`src/design/core_params.svh`:
```
`ifndef CORE_PARAMS_SVH
`define CORE_PARAMS_SVH

// ------------------------------------------------
// Datapath sizes
// ------------------------------------------------
`define DATA_W      16
`define REG_NUM_W   3
`define NUM_REGS    8
`define INSTR_W     16

// ------------------------------------------------
// Instruction class, bits 15 to 13
// ------------------------------------------------
`define OPC_ALU     3'b101
`define OPC_MOV     3'b110

// ALU operation, bits 12 to 11
`define ALU_ADD     2'b00
`define ALU_CMP     2'b01
`define ALU_AND     2'b10
`define ALU_MVN     2'b11

// Move flavour, bits 12 to 11
`define MOV_IMM     2'b10
`define MOV_REG     2'b00

`endif

```
`src/design/core_pkg.sv`:
```
`include "core_params.svh"

package core_pkg;

    // One instruction word, read either as a register form or an immediate form
    typedef union packed {
        // ADD, CMP, AND, MVN, MOV Rd,Rm
        struct packed {
            logic [2:0]            cls;
            logic [1:0]            op;
            logic [`REG_NUM_W-1:0] rn;
            logic [`REG_NUM_W-1:0] rd;
            logic [1:0]            unused;
            logic [`REG_NUM_W-1:0] rm;
        } r;
        // MOV Rn,#imm8
        struct packed {
            logic [2:0]            cls;
            logic [1:0]            op;
            logic [`REG_NUM_W-1:0] rn;
            logic [7:0]            imm8;
        } i;
    } instr_u;

endpackage

```
`src/design/lane_fwd_if.sv`:
```
`timescale 1ns/1ps
`include "core_params.svh"

interface lane_fwd_if;

    // Result leaving the ALU, not yet registered
    logic                  s2_write;
    logic [`REG_NUM_W-1:0] s2_num;
    logic [`DATA_W-1:0]    s2_data;

    // Writeback stage
    logic                  s3_write;
    logic [`REG_NUM_W-1:0] s3_num;
    logic [`DATA_W-1:0]    s3_data;

    modport source (output s2_write, s2_num, s2_data, s3_write, s3_num, s3_data);
    modport sink   (input  s2_write, s2_num, s2_data, s3_write, s3_num, s3_data);

endinterface

```
`src/design/dual_alu_core.sv`:
```
`timescale 1ns/1ps
`include "core_params.svh"

module dual_alu_core (
    input  logic                  clk,
    input  logic                  rst,
    input  logic                  issue,
    input  logic [`INSTR_W-1:0]   lane0_instr,
    input  logic [`INSTR_W-1:0]   lane1_instr,
    output logic                  wb0_write,
    output logic [`REG_NUM_W-1:0] wb0_num,
    output logic [`DATA_W-1:0]    wb0_data,
    output logic                  wb1_write,
    output logic [`REG_NUM_W-1:0] wb1_num,
    output logic [`DATA_W-1:0]    wb1_data,
    output logic                  flag_n,
    output logic                  flag_z,
    output logic                  flag_v
);

    lane_fwd_if lane0_fwd ();
    lane_fwd_if lane1_fwd ();

    logic [`REG_NUM_W-1:0] l0_num_a, l0_num_b, l1_num_a, l1_num_b;
    logic [`DATA_W-1:0]    l0_reg_a, l0_reg_b, l1_reg_a, l1_reg_b;
    logic [`DATA_W-1:0]    l0_op_a, l0_op_b, l1_op_a, l1_op_b;
    logic                  set0, n0, z0, v0;
    logic                  set1, n1, z1, v1;

    // ------------------------------------------------
    // Lanes
    // ------------------------------------------------
    issue_lane i_lane0 (
        .clk(clk), .rst(rst), .issue(issue), .instr(lane0_instr),
        .op_a(l0_op_a), .op_b(l0_op_b), .rd_num_a(l0_num_a), .rd_num_b(l0_num_b),
        .fwd(lane0_fwd.source), .flag_set(set0), .n(n0), .z(z0), .v(v0)
    );

    issue_lane i_lane1 (
        .clk(clk), .rst(rst), .issue(issue), .instr(lane1_instr),
        .op_a(l1_op_a), .op_b(l1_op_b), .rd_num_a(l1_num_a), .rd_num_b(l1_num_b),
        .fwd(lane1_fwd.source), .flag_set(set1), .n(n1), .z(z1), .v(v1)
    );

    // ------------------------------------------------
    // Operand sourcing
    // ------------------------------------------------
    operand_forward i_fwd0 (
        .rd_num_a(l0_num_a), .rd_num_b(l0_num_b), .reg_a(l0_reg_a), .reg_b(l0_reg_b),
        .lane0(lane0_fwd.sink), .lane1(lane1_fwd.sink), .op_a(l0_op_a), .op_b(l0_op_b)
    );

    operand_forward i_fwd1 (
        .rd_num_a(l1_num_a), .rd_num_b(l1_num_b), .reg_a(l1_reg_a), .reg_b(l1_reg_b),
        .lane0(lane0_fwd.sink), .lane1(lane1_fwd.sink), .op_a(l1_op_a), .op_b(l1_op_b)
    );

    regfile i_regfile (
        .clk(clk), .rst(rst), .lane0(lane0_fwd.sink), .lane1(lane1_fwd.sink),
        .rd_num0(l0_num_a), .rd_num1(l0_num_b), .rd_num2(l1_num_a), .rd_num3(l1_num_b),
        .rd_data0(l0_reg_a), .rd_data1(l0_reg_b), .rd_data2(l1_reg_a), .rd_data3(l1_reg_b)
    );

    flag_select i_flag_select (
        .clk(clk), .rst(rst), .set0(set0), .set1(set1),
        .n0(n0), .z0(z0), .v0(v0), .n1(n1), .z1(z1), .v1(v1),
        .flag_n(flag_n), .flag_z(flag_z), .flag_v(flag_v)
    );

    // Writeback outputs mirror each lane's S3 stage
    assign wb0_write = lane0_fwd.s3_write;
    assign wb0_num   = lane0_fwd.s3_num;
    assign wb0_data  = lane0_fwd.s3_data;
    assign wb1_write = lane1_fwd.s3_write;
    assign wb1_num   = lane1_fwd.s3_num;
    assign wb1_data  = lane1_fwd.s3_data;

endmodule

```
`src/design/flag_select.sv`:
```
`timescale 1ns/1ps

module flag_select (
    input  logic clk,
    input  logic rst,
    input  logic set0,
    input  logic set1,
    input  logic n0,
    input  logic z0,
    input  logic v0,
    input  logic n1,
    input  logic z1,
    input  logic v1,
    output logic flag_n,
    output logic flag_z,
    output logic flag_v
);

    // High when lane 1 wrote the flags last
    logic use_lane1;

    always_ff @(posedge clk) begin
        if (rst) begin
            use_lane1 <= 1'b0;
        end else if (set1) begin
            use_lane1 <= 1'b1;
        end else if (set0) begin
            use_lane1 <= 1'b0;
        end
    end

    assign flag_n = use_lane1 ? n1 : n0;
    assign flag_z = use_lane1 ? z1 : z0;
    assign flag_v = use_lane1 ? v1 : v0;

endmodule

```
`src/design/issue_lane.sv`:
```
`timescale 1ns/1ps
`include "core_params.svh"

module issue_lane (
    input  logic                  clk,
    input  logic                  rst,
    input  logic                  issue,
    input  core_pkg::instr_u      instr,
    input  logic [`DATA_W-1:0]    op_a,
    input  logic [`DATA_W-1:0]    op_b,
    output logic [`REG_NUM_W-1:0] rd_num_a,
    output logic [`REG_NUM_W-1:0] rd_num_b,
    lane_fwd_if.source            fwd,
    output logic                  flag_set,
    output logic                  n,
    output logic                  z,
    output logic                  v
);

    core_pkg::instr_u      s1_instr;
    logic                  s1_valid;
    logic                  dec_write;
    logic                  dec_cmp;
    logic                  dec_pass;
    logic                  dec_imm;
    logic [`REG_NUM_W-1:0] dec_num;
    logic [`DATA_W-1:0]    imm_ext;

    logic                  s2_write;
    logic                  s2_cmp;
    logic                  s2_pass;
    logic [1:0]            s2_func;
    logic [`REG_NUM_W-1:0] s2_num;
    logic [`DATA_W-1:0]    s2_a;
    logic [`DATA_W-1:0]    s2_b;
    logic [`DATA_W-1:0]    diff;
    logic [`DATA_W-1:0]    alu_res;

    // ------------------------------------------------
    // S1: instruction register and decode
    // ------------------------------------------------
    always_ff @(posedge clk) begin
        if (rst) begin
            s1_valid <= 1'b0;
        end else begin
            s1_valid <= issue;
        end
    end

    always_ff @(posedge clk) begin
        s1_instr <= instr;
    end

    always_comb begin
        dec_write = 1'b0;
        dec_cmp   = 1'b0;
        dec_pass  = 1'b0;
        dec_imm   = 1'b0;
        dec_num   = s1_instr.r.rd;
        case (s1_instr.r.cls)
            `OPC_ALU: begin
                dec_cmp   = (s1_instr.r.op == `ALU_CMP);
                dec_write = !dec_cmp;
            end
            `OPC_MOV: begin
                if (s1_instr.i.op == `MOV_IMM) begin
                    // Immediate form writes Rn
                    dec_imm   = 1'b1;
                    dec_pass  = 1'b1;
                    dec_write = 1'b1;
                    dec_num   = s1_instr.i.rn;
                end else if (s1_instr.r.op == `MOV_REG) begin
                    dec_pass  = 1'b1;
                    dec_write = 1'b1;
                end
            end
            default: dec_write = 1'b0;
        endcase
    end

    assign imm_ext  = {{(`DATA_W-8){s1_instr.i.imm8[7]}}, s1_instr.i.imm8};
    assign rd_num_a = s1_instr.r.rn;
    assign rd_num_b = s1_instr.r.rm;

    // ------------------------------------------------
    // S2: operand latch and ALU
    // ------------------------------------------------
    always_ff @(posedge clk) begin
        if (rst) begin
            s2_write <= 1'b0;
            s2_cmp   <= 1'b0;
        end else begin
            s2_write <= s1_valid & dec_write;
            s2_cmp   <= s1_valid & dec_cmp;
        end
    end

    always_ff @(posedge clk) begin
        s2_func <= s1_instr.r.op;
        s2_pass <= dec_pass;
        s2_num  <= dec_num;
        s2_a    <= op_a;
        s2_b    <= dec_imm ? imm_ext : op_b;
    end

    assign diff = s2_a - s2_b;

    always_comb begin
        if (s2_pass) begin
            alu_res = s2_b;
        end else begin
            case (s2_func)
                `ALU_ADD: alu_res = s2_a + s2_b;
                `ALU_AND: alu_res = s2_a & s2_b;
                `ALU_MVN: alu_res = ~s2_b;
                default:  alu_res = diff;
            endcase
        end
    end

    assign fwd.s2_write = s2_write;
    assign fwd.s2_num   = s2_num;
    assign fwd.s2_data  = alu_res;
    assign flag_set     = s2_cmp;

    // ------------------------------------------------
    // S3: writeback and lane flags
    // ------------------------------------------------
    always_ff @(posedge clk) begin
        if (rst) begin
            fwd.s3_write <= 1'b0;
            n            <= 1'b0;
            z            <= 1'b0;
            v            <= 1'b0;
        end else begin
            fwd.s3_write <= s2_write;
            if (s2_cmp) begin
                n <= diff[`DATA_W-1];
                z <= (diff == '0);
                // Overflow when signs differ and the result sign flips from Rn
                v <= (s2_a[`DATA_W-1] != s2_b[`DATA_W-1]) &&
                     (diff[`DATA_W-1] != s2_a[`DATA_W-1]);
            end
        end
    end

    always_ff @(posedge clk) begin
        fwd.s3_num  <= s2_num;
        fwd.s3_data <= alu_res;
    end

endmodule

```
`src/design/operand_forward.sv`:
```
`timescale 1ns/1ps
`include "core_params.svh"

module operand_forward (
    input  logic [`REG_NUM_W-1:0] rd_num_a,
    input  logic [`REG_NUM_W-1:0] rd_num_b,
    input  logic [`DATA_W-1:0]    reg_a,
    input  logic [`DATA_W-1:0]    reg_b,
    lane_fwd_if.sink              lane0,
    lane_fwd_if.sink              lane1,
    output logic [`DATA_W-1:0]    op_a,
    output logic [`DATA_W-1:0]    op_b
);

    // Newest source first, lane 1 ahead of lane 0 in each stage
    function automatic logic [`DATA_W-1:0] newest(
        input logic [`REG_NUM_W-1:0] num,
        input logic [`DATA_W-1:0]    fallback
    );
        logic [`DATA_W-1:0] val;
        val = fallback;
        if (lane1.s2_write && lane1.s2_num == num) begin
            val = lane1.s2_data;
        end else if (lane0.s2_write && lane0.s2_num == num) begin
            val = lane0.s2_data;
        end else if (lane1.s3_write && lane1.s3_num == num) begin
            val = lane1.s3_data;
        end else if (lane0.s3_write && lane0.s3_num == num) begin
            val = lane0.s3_data;
        end
        return val;
    endfunction

    always_comb begin
        op_a = newest(rd_num_a, reg_a);
        op_b = newest(rd_num_b, reg_b);
    end

endmodule

```
`src/design/regfile.sv`:
```
`timescale 1ns/1ps
`include "core_params.svh"

module regfile (
    input  logic                  clk,
    input  logic                  rst,
    lane_fwd_if.sink              lane0,
    lane_fwd_if.sink              lane1,
    input  logic [`REG_NUM_W-1:0] rd_num0,
    input  logic [`REG_NUM_W-1:0] rd_num1,
    input  logic [`REG_NUM_W-1:0] rd_num2,
    input  logic [`REG_NUM_W-1:0] rd_num3,
    output logic [`DATA_W-1:0]    rd_data0,
    output logic [`DATA_W-1:0]    rd_data1,
    output logic [`DATA_W-1:0]    rd_data2,
    output logic [`DATA_W-1:0]    rd_data3
);

    logic [`DATA_W-1:0] regs [`NUM_REGS];

    // Lane 1 is written last, so it wins on a shared target
    always_ff @(posedge clk) begin
        if (rst) begin
            for (int i = 0; i < `NUM_REGS; i++) begin
                regs[i] <= '0;
            end
        end else begin
            if (lane0.s3_write) begin
                regs[lane0.s3_num] <= lane0.s3_data;
            end
            if (lane1.s3_write) begin
                regs[lane1.s3_num] <= lane1.s3_data;
            end
        end
    end

    assign rd_data0 = regs[rd_num0];
    assign rd_data1 = regs[rd_num1];
    assign rd_data2 = regs[rd_num2];
    assign rd_data3 = regs[rd_num3];

endmodule

```
`config.mk`:
```
export PLATFORM = sky130hd
export DESIGN_NAME = dual_alu_core
export DESIGN_NICKNAME = d
export VERILOG_FILES = /design/src/design/core_pkg.sv /design/src/design/lane_fwd_if.sv /design/src/design/dual_alu_core.sv /design/src/design/flag_select.sv /design/src/design/issue_lane.sv /design/src/design/operand_forward.sv /design/src/design/regfile.sv
export VERILOG_INCLUDE_DIRS = /design/src /design/src/design
export SDC_FILE = /design/constraint.sdc
export NUM_CORES = 1
export LEC_CHECK = 0
export BUFFER_PORTS_ARGS = -buffer_cell sky130_fd_sc_hd__buf_2
export CAP_MARGIN = 10
export CORE_MARGIN = 3
export CORE_UTILIZATION = 40
export CTS_BUF_LIST = sky130_fd_sc_hd__clkbuf_4 sky130_fd_sc_hd__clkbuf_8 sky130_fd_sc_hd__clkbuf_16
export DETAILED_ROUTE_END_ITERATION = 8
export PLACE_DENSITY = 0.57
export RECOVER_POWER = 25
export SLEW_MARGIN = 20
export SYNTH_ARGS = -nofsm -noshare
export SYNTH_HDL_FRONTEND = slang
export SYNTH_SLANG_ARGS = --single-unit
```
`constraint.sdc`:
```
create_clock -name clk -period 7.6 [get_ports clk]
set_clock_uncertainty 0.1 [all_clocks]
set_input_delay 1.14 -clock clk [delete_from_list [all_inputs] [get_ports clk]]
set_output_delay 1.14 -clock clk [all_outputs]
set_load 0.05 [all_outputs]
```
Word-level counts from Yosys, hierarchy flattened
Memories as Yosys holds them, arrays and structs flattened. A register that Yosys moved wholly into a read port is not among the register bits.
Cells that the tools add are included.

word-level totals
  bits in writable memories = 128
  memories kept = 1
  flip-flop bits (word level) = 160
  input bits = 35
  word-level logic and storage cells = 161
  output and inout bits = 43

operators by class
  eq/ne operators = 32
  add/subtract/negate cells = 4
  mux-type cells = 57
  reduce and logical (&&, ||, !) cells = 29
  bitwise gates (word level) = 8

memories
  name            words  bits a word  rd ports  clocked after Yosys merged registers in  write ports  RTL line       source
  i_regfile.regs  8      16           4         4                                        8            regfile.sv:19  logic [`DATA_W-1:0] regs [`NUM_REGS];

operator list
  operator                                              count
  2-to-1 mux 16 bit                                     22
  case mux 16 bit (3 select lines)                      2
  equality test 3 bit                                   16
  adder 16 bit                                          2
  bitwise AND 16 bit                                    2
  logical NOT 16 bit                                    2
  inverter 16 bit                                       2
  OR reduction 16 bit                                   2
  subtractor 16 bit                                     2
  2-to-1 mux 1 bit                                      25
  logical AND 1 bit                                     18
  2-to-1 mux 3 bit                                      6
  equality test 2 bit (second input constant)           6
  equality test 3 bit (second input constant)           4
  logical NOT 2 bit                                     4
  bitwise AND 1 bit                                     4
  equality test 2 x 1 -> 1 bit (second input constant)  2
  inequality test 1 bit                                 4
  case mux 1 bit (2 select lines)                       2
  logical NOT 1 bit                                     2
  nonzero test 2 bit                                    1

Depth between registers and ports, before layout
  depth in word-level cells = 7
  gate-level depth with buffers = 13
  mapped depth without buffers = 13

By module
Synthesis repeated with hierarchy kept, for this count alone.

unflattened totals
  cells, all modules = 2125
  area, all modules = 22434.0 um2

modules (own cells, without submodules)
  module                 cells an instance  seq. area each (um2)  area each (um2)  times used
  regfile                700                3843.7                10382.5          1
  issue_lane at i_lane1  449                1601.5                4209.0           1
  issue_lane at i_lane0  437                1601.5                4150.2           1
  operand_forward        266                0.0                   1811.7           2
  flag_select            7                  20.0                  68.8             1

Worst setup path after synthesis
No wires, ideal clock.

  path kind = register to register
  start point = register i_lane0.s2_a[0]
  end point = register i_lane0.s2_a[14]
  data arrival time = 2816 ps
  clock period less this slack = 3037 ps
  setup slack = 4563 ps
  data required time = 7379 ps
  cell stages (with the launch flop) = 14
  buffers on the path = 0
  library setup time = 121 ps
  cell sequence = dfxtp_1 inv_1 ha_1 fa_1 nor2b_1 o211ai_2 a221oi_2 a211oi_2 nor3b_1 nor3_2 xnor2_1 o311ai_2 o21ai_1 mux2_2

on the way
  cells in the longest elaborated chain, start to end = 5
  elaborated cells between the ends (all ways) = 6
  classes of those cells = add/sub: 2; mux: 4

RTL lines
  what                                                      RTL line                              source
  start, declared                                           issue_lane.sv:34                      logic [`DATA_W-1:0] s2_a;
  start signal, assigned                                    issue_lane.sv:102                     s2_a <= op_a;
  subtractor 16 bit / adder 16 bit (equally long branches)  issue_lane.sv:106, issue_lane.sv:113
  case mux 16 bit (3 select lines) (*)                      issue_lane.sv:112                     case (s2_func)
  2-to-1 mux 16 bit (*)                                     issue_lane.sv:109                     if (s2_pass) begin
  2-to-1 mux 16 bit (*)                                     operand_forward.sv:24                 end else if (lane0.s2_write && lane0.s2_num == num) begin
  2-to-1 mux 16 bit (*)                                     operand_forward.sv:22                 if (lane1.s2_write && lane1.s2_num == num) begin
  named net i_fwd0.op_a[14]                                 operand_forward.sv:11                 output logic [`DATA_W-1:0] op_a,

Mark *: on every way through the listed nets, which the timed path passes. The rest lies on a longest branch.
A chain may end at the register's enable or synchronous reset.

==> reports/metrics.csv <==
stage,metric,value,unit
pwr,seqPwrFrac,38.4,%
final_layout,multi_input_area,12200,um2
clock_network,htreeDepth,2,
detailed_routing,routed_wl,73.4,mm
floorplanning,pin_count,78,
synthesis,synth_nets,2132,
floorplanning,die_y,231,um
detailed_routing,ant_nets,0,
detailed_routing,drt_iter0_markers,2099,
pwr,p_switching,2.05,mW
pwr,power,5.50,mW
synthesis,syn_avg_cell_area,9.94,um2
global_route,grt_usage,27.1,%
pwr,vdd_ir_drop_max,0.000115,V
sta,setup_tns,0,ps
final_layout,drive_gt1_share,17.5,%
place,dpl-instance-area,21100,um2
synthesis,synth_top_family_by_area,compound AO/OA/AOI/OAI gates,
sta,worst_hold_slack,289,ps
global_route,grt_pass1_vias,16400,
detailed_routing,vias,17000,
sta,slew_headroom,-15.6,%
synthesis,synthSimpleGateAreaFrac,10.9,%
pwr,clkPwrFrac,33.8,%
sta,period_share,59.0,%
clock_network,post_cts_resized,0,
place,port_buffers,77,
floorplanning,die_x,231,um
clock_network,numCtsBuffers,35,
sta,fmax,223,MHz
global_route,grt_pass1_wl,109,mm
final_layout,final_cell_mix,"nand2_1 (186), dfxtp_1 (152), mux4_2 (136), nor2_1 (134)",
sta,hold_violations,0,
synthesis,synth-xor-area-share,4.30,%
sta,fin_crit,4480,ps
clock_network,ctsHoldBuffers,0,
clock_network,cts_tree,yes,
critical_path,crit_arrival,4490,ps
clock_network,post-cts-setup-buffers,0,
critical_path,startpoint_type,input port,
final_layout,area.sequential,7060,um2
critical_path,worstSetupPathType,input port to flip-flop,
floorplanning,core-area,49400,um2
final_layout,fill_cells,4650,
global_route,grt_max_degree,42,
final_layout,max_flop_register,i_regfile.regs,
critical_path,end_kind,flip-flop,
detailed_routing,first_pass_iters,5,
clock_network,cts.clk_slew.worst_paths,60,ps
global_route,grt_overflow,0,
final_layout,fin_nets,2105,
final_layout,area.growth.synth_to_final,10.8,%
place,post-dp-hpwl,52.7,mm
place,gp_congestion,0.948,
synthesis,ys_seq_area_share,34.9,%
clock_network,cts_root_buf,clkbuf_16,
critical_path,path_max_fanout,22,
synthesis,synth.distinct_cells,81,
synthesis,synth_area,20200,um2
pwr,p_comb_share,27.7,%
detailed_routing,wl_per_cell,27.3,um
final_layout,fin_cells,2693,
clock_network,clock_sinks,288,
global_route,antenna_found_initial,2,
pwr,p_per_area,246,nW/um2
final_layout,final_area,22400,um2
critical_path,critPathRequiredTime,7610,ps
hold_path,hp-class,flip-flop to flip-flop,
synthesis,synth_edf_count,128,
floorplanning,design.die.area,53200,um2
place,dp_cells,2631,
detailed_routing,vias_per_cell,6.30,
final_layout,layout_commonest_cell,nand2_1,
flow_run,drv_cap,2,
sta,rsz0062_at_grt,false,
final_layout,largest_reg_flops,128,
pwr,swShare,37.2,%
sta,maxSlewViolCount,56,
synthesis,synth_compound_area_share,20.7,%
floorplanning,fp-row-count,81,
pwr,leakagePower,8.46,nW
synthesis,synthArstFlopShare,0,%
synthesis,netlist_instances,2031,
sta,finalSetupViolations,0,
critical_path,worst-r2r-cell-count,8,
synthesis,synthFlopType,dfxtp_1,
hold_path,holdPathStages,0,
floorplanning,start_util,40.9,%
synthesis,yosysWarnings,0,
synthesis,muxShareOfSynthArea,19.6,%
run_status,violations,"capacitance limit, slew limit",
critical_path,ff2ff_setup_slack,3200,ps
synthesis,synth_fa_ha_area_share,4.24,%
pwr,power.internal,3.45,mW
sta,tightest_slew,1730,ps
clock_network,cts_buffer_depth,3,
run_status,status,"finished, violations left",
synthesis,ys_ff_latch,288,
detailed_routing,drcViolationCount,0,
clock_network,clock_latency,540,ps
## power by group through the flow
stage,logic [mW],clock network (mW),registers (mW)
floorplan,1.02,0,2.02
CTS,1.51,1.88,2.09
detailed placement,1.50,0,2.12
finish,1.52,1.86,2.11
global route,1.63,1.95,2.12
global placement,1.50,0,2.12
## through the flow
stage | worst slack, ps | util [%]
4_1_cts | 3820 | 45.3
3_3_place_gp | 3500 | 42.7
2_1_floorplan | 4560 | -
5_1_grt | 2890 | 45.3
3_5_place_dp | 3390 | 42.7
6_report | 3120 | 45.3
## cells in the mapped netlist (all sizes together), types with 4 or more instances
cell type,count,area share [%]
nor4,12,0.37
a31oi,22,0.76
clkinv,4,0.074
nor3b,6,0.22
o221ai,4,0.17
or3,9,0.28
dfxtp,160,16
a21o,7,0.26
o211ai,80,3.0
nor4b,6,0.26
o32ai,4,0.21
a21oi,84,2.1
and2,5,0.16
edfxtp,128,19
a211oi,38,1.4
nand3b,5,0.19
fa,4,0.40
nand2b,17,0.53
nor2b,17,0.53
buf,56,1.3
xor2,16,0.69
clkbuf,128,2.4
mux2i,78,3.9
nand3,14,0.35
o21a,10,0.38
nor2,138,2.6
mux4,136,15
nand2,186,3.5
nand4,19,0.59
or2,4,0.12
mux2,10,0.56
ha,62,3.8
a221oi,10,0.50
a221o,4,0.20
inv,87,1.6
xnor2,83,3.6
o22ai,20,0.65
o31ai,6,0.22
a22o,128,5.6
nor3,35,0.92
o21ai,146,3.6
## critical path: stages
cell,delay (ps)
buf_2,70
clkbuf_1,1120
inv_1,640
nand3b_1,610
nor3_1,80
or3_1,780
## cells by family after synthesis
family	Yosys count
AOI/OAI and AO/OA	598
xor gates and xnor gates	99
adders and majority gates	66
buffers and inverters	275
DFF	288
muxes	224
and+or+nand+nor	481
## per-layer routing
| metal | track usage, % | up-vias | wire, um |
|---|---|---|---|
| met5 | 0 | - | 27 |
| met4 | 9.10 | 4 | 2580 |
| met3 | 5.18 | 173 | 6540 |
| met2 | 44.1 | 840 | 34300 |
| met1 | 36.4 | 8296 | 30000 |
| li1 | - | 7650 | - |
## final timing paths
kind / end / start
worst min-delay path: i_lane1.s2_func[0] / i_lane1.s1_instr[11]
worst max register to register: i_lane0.s2_b[11] / i_lane0.s2_pass
worst max-delay path: i_regfile.regs[0][9] / rst
worst min register to register: i_lane1.s2_func[0] / i_lane1.s1_instr[11]
## layout make-up
| cell class | count | area share (%) |
|---|---|---|
| timing repair buffer | 120 | 2.99 |
| tap | 664 | 3.72 |
| antenna | 1 | 0.0112 |
| clock inverter | 16 | 1.11 |
| inverter | 91 | 1.53 |
| sequential | 288 | 31.6 |
| clock buffer | 45 | 4.61 |
| multi-input combinational | 1468 | 54.5 |
Power figures use the tool's default switching activity.
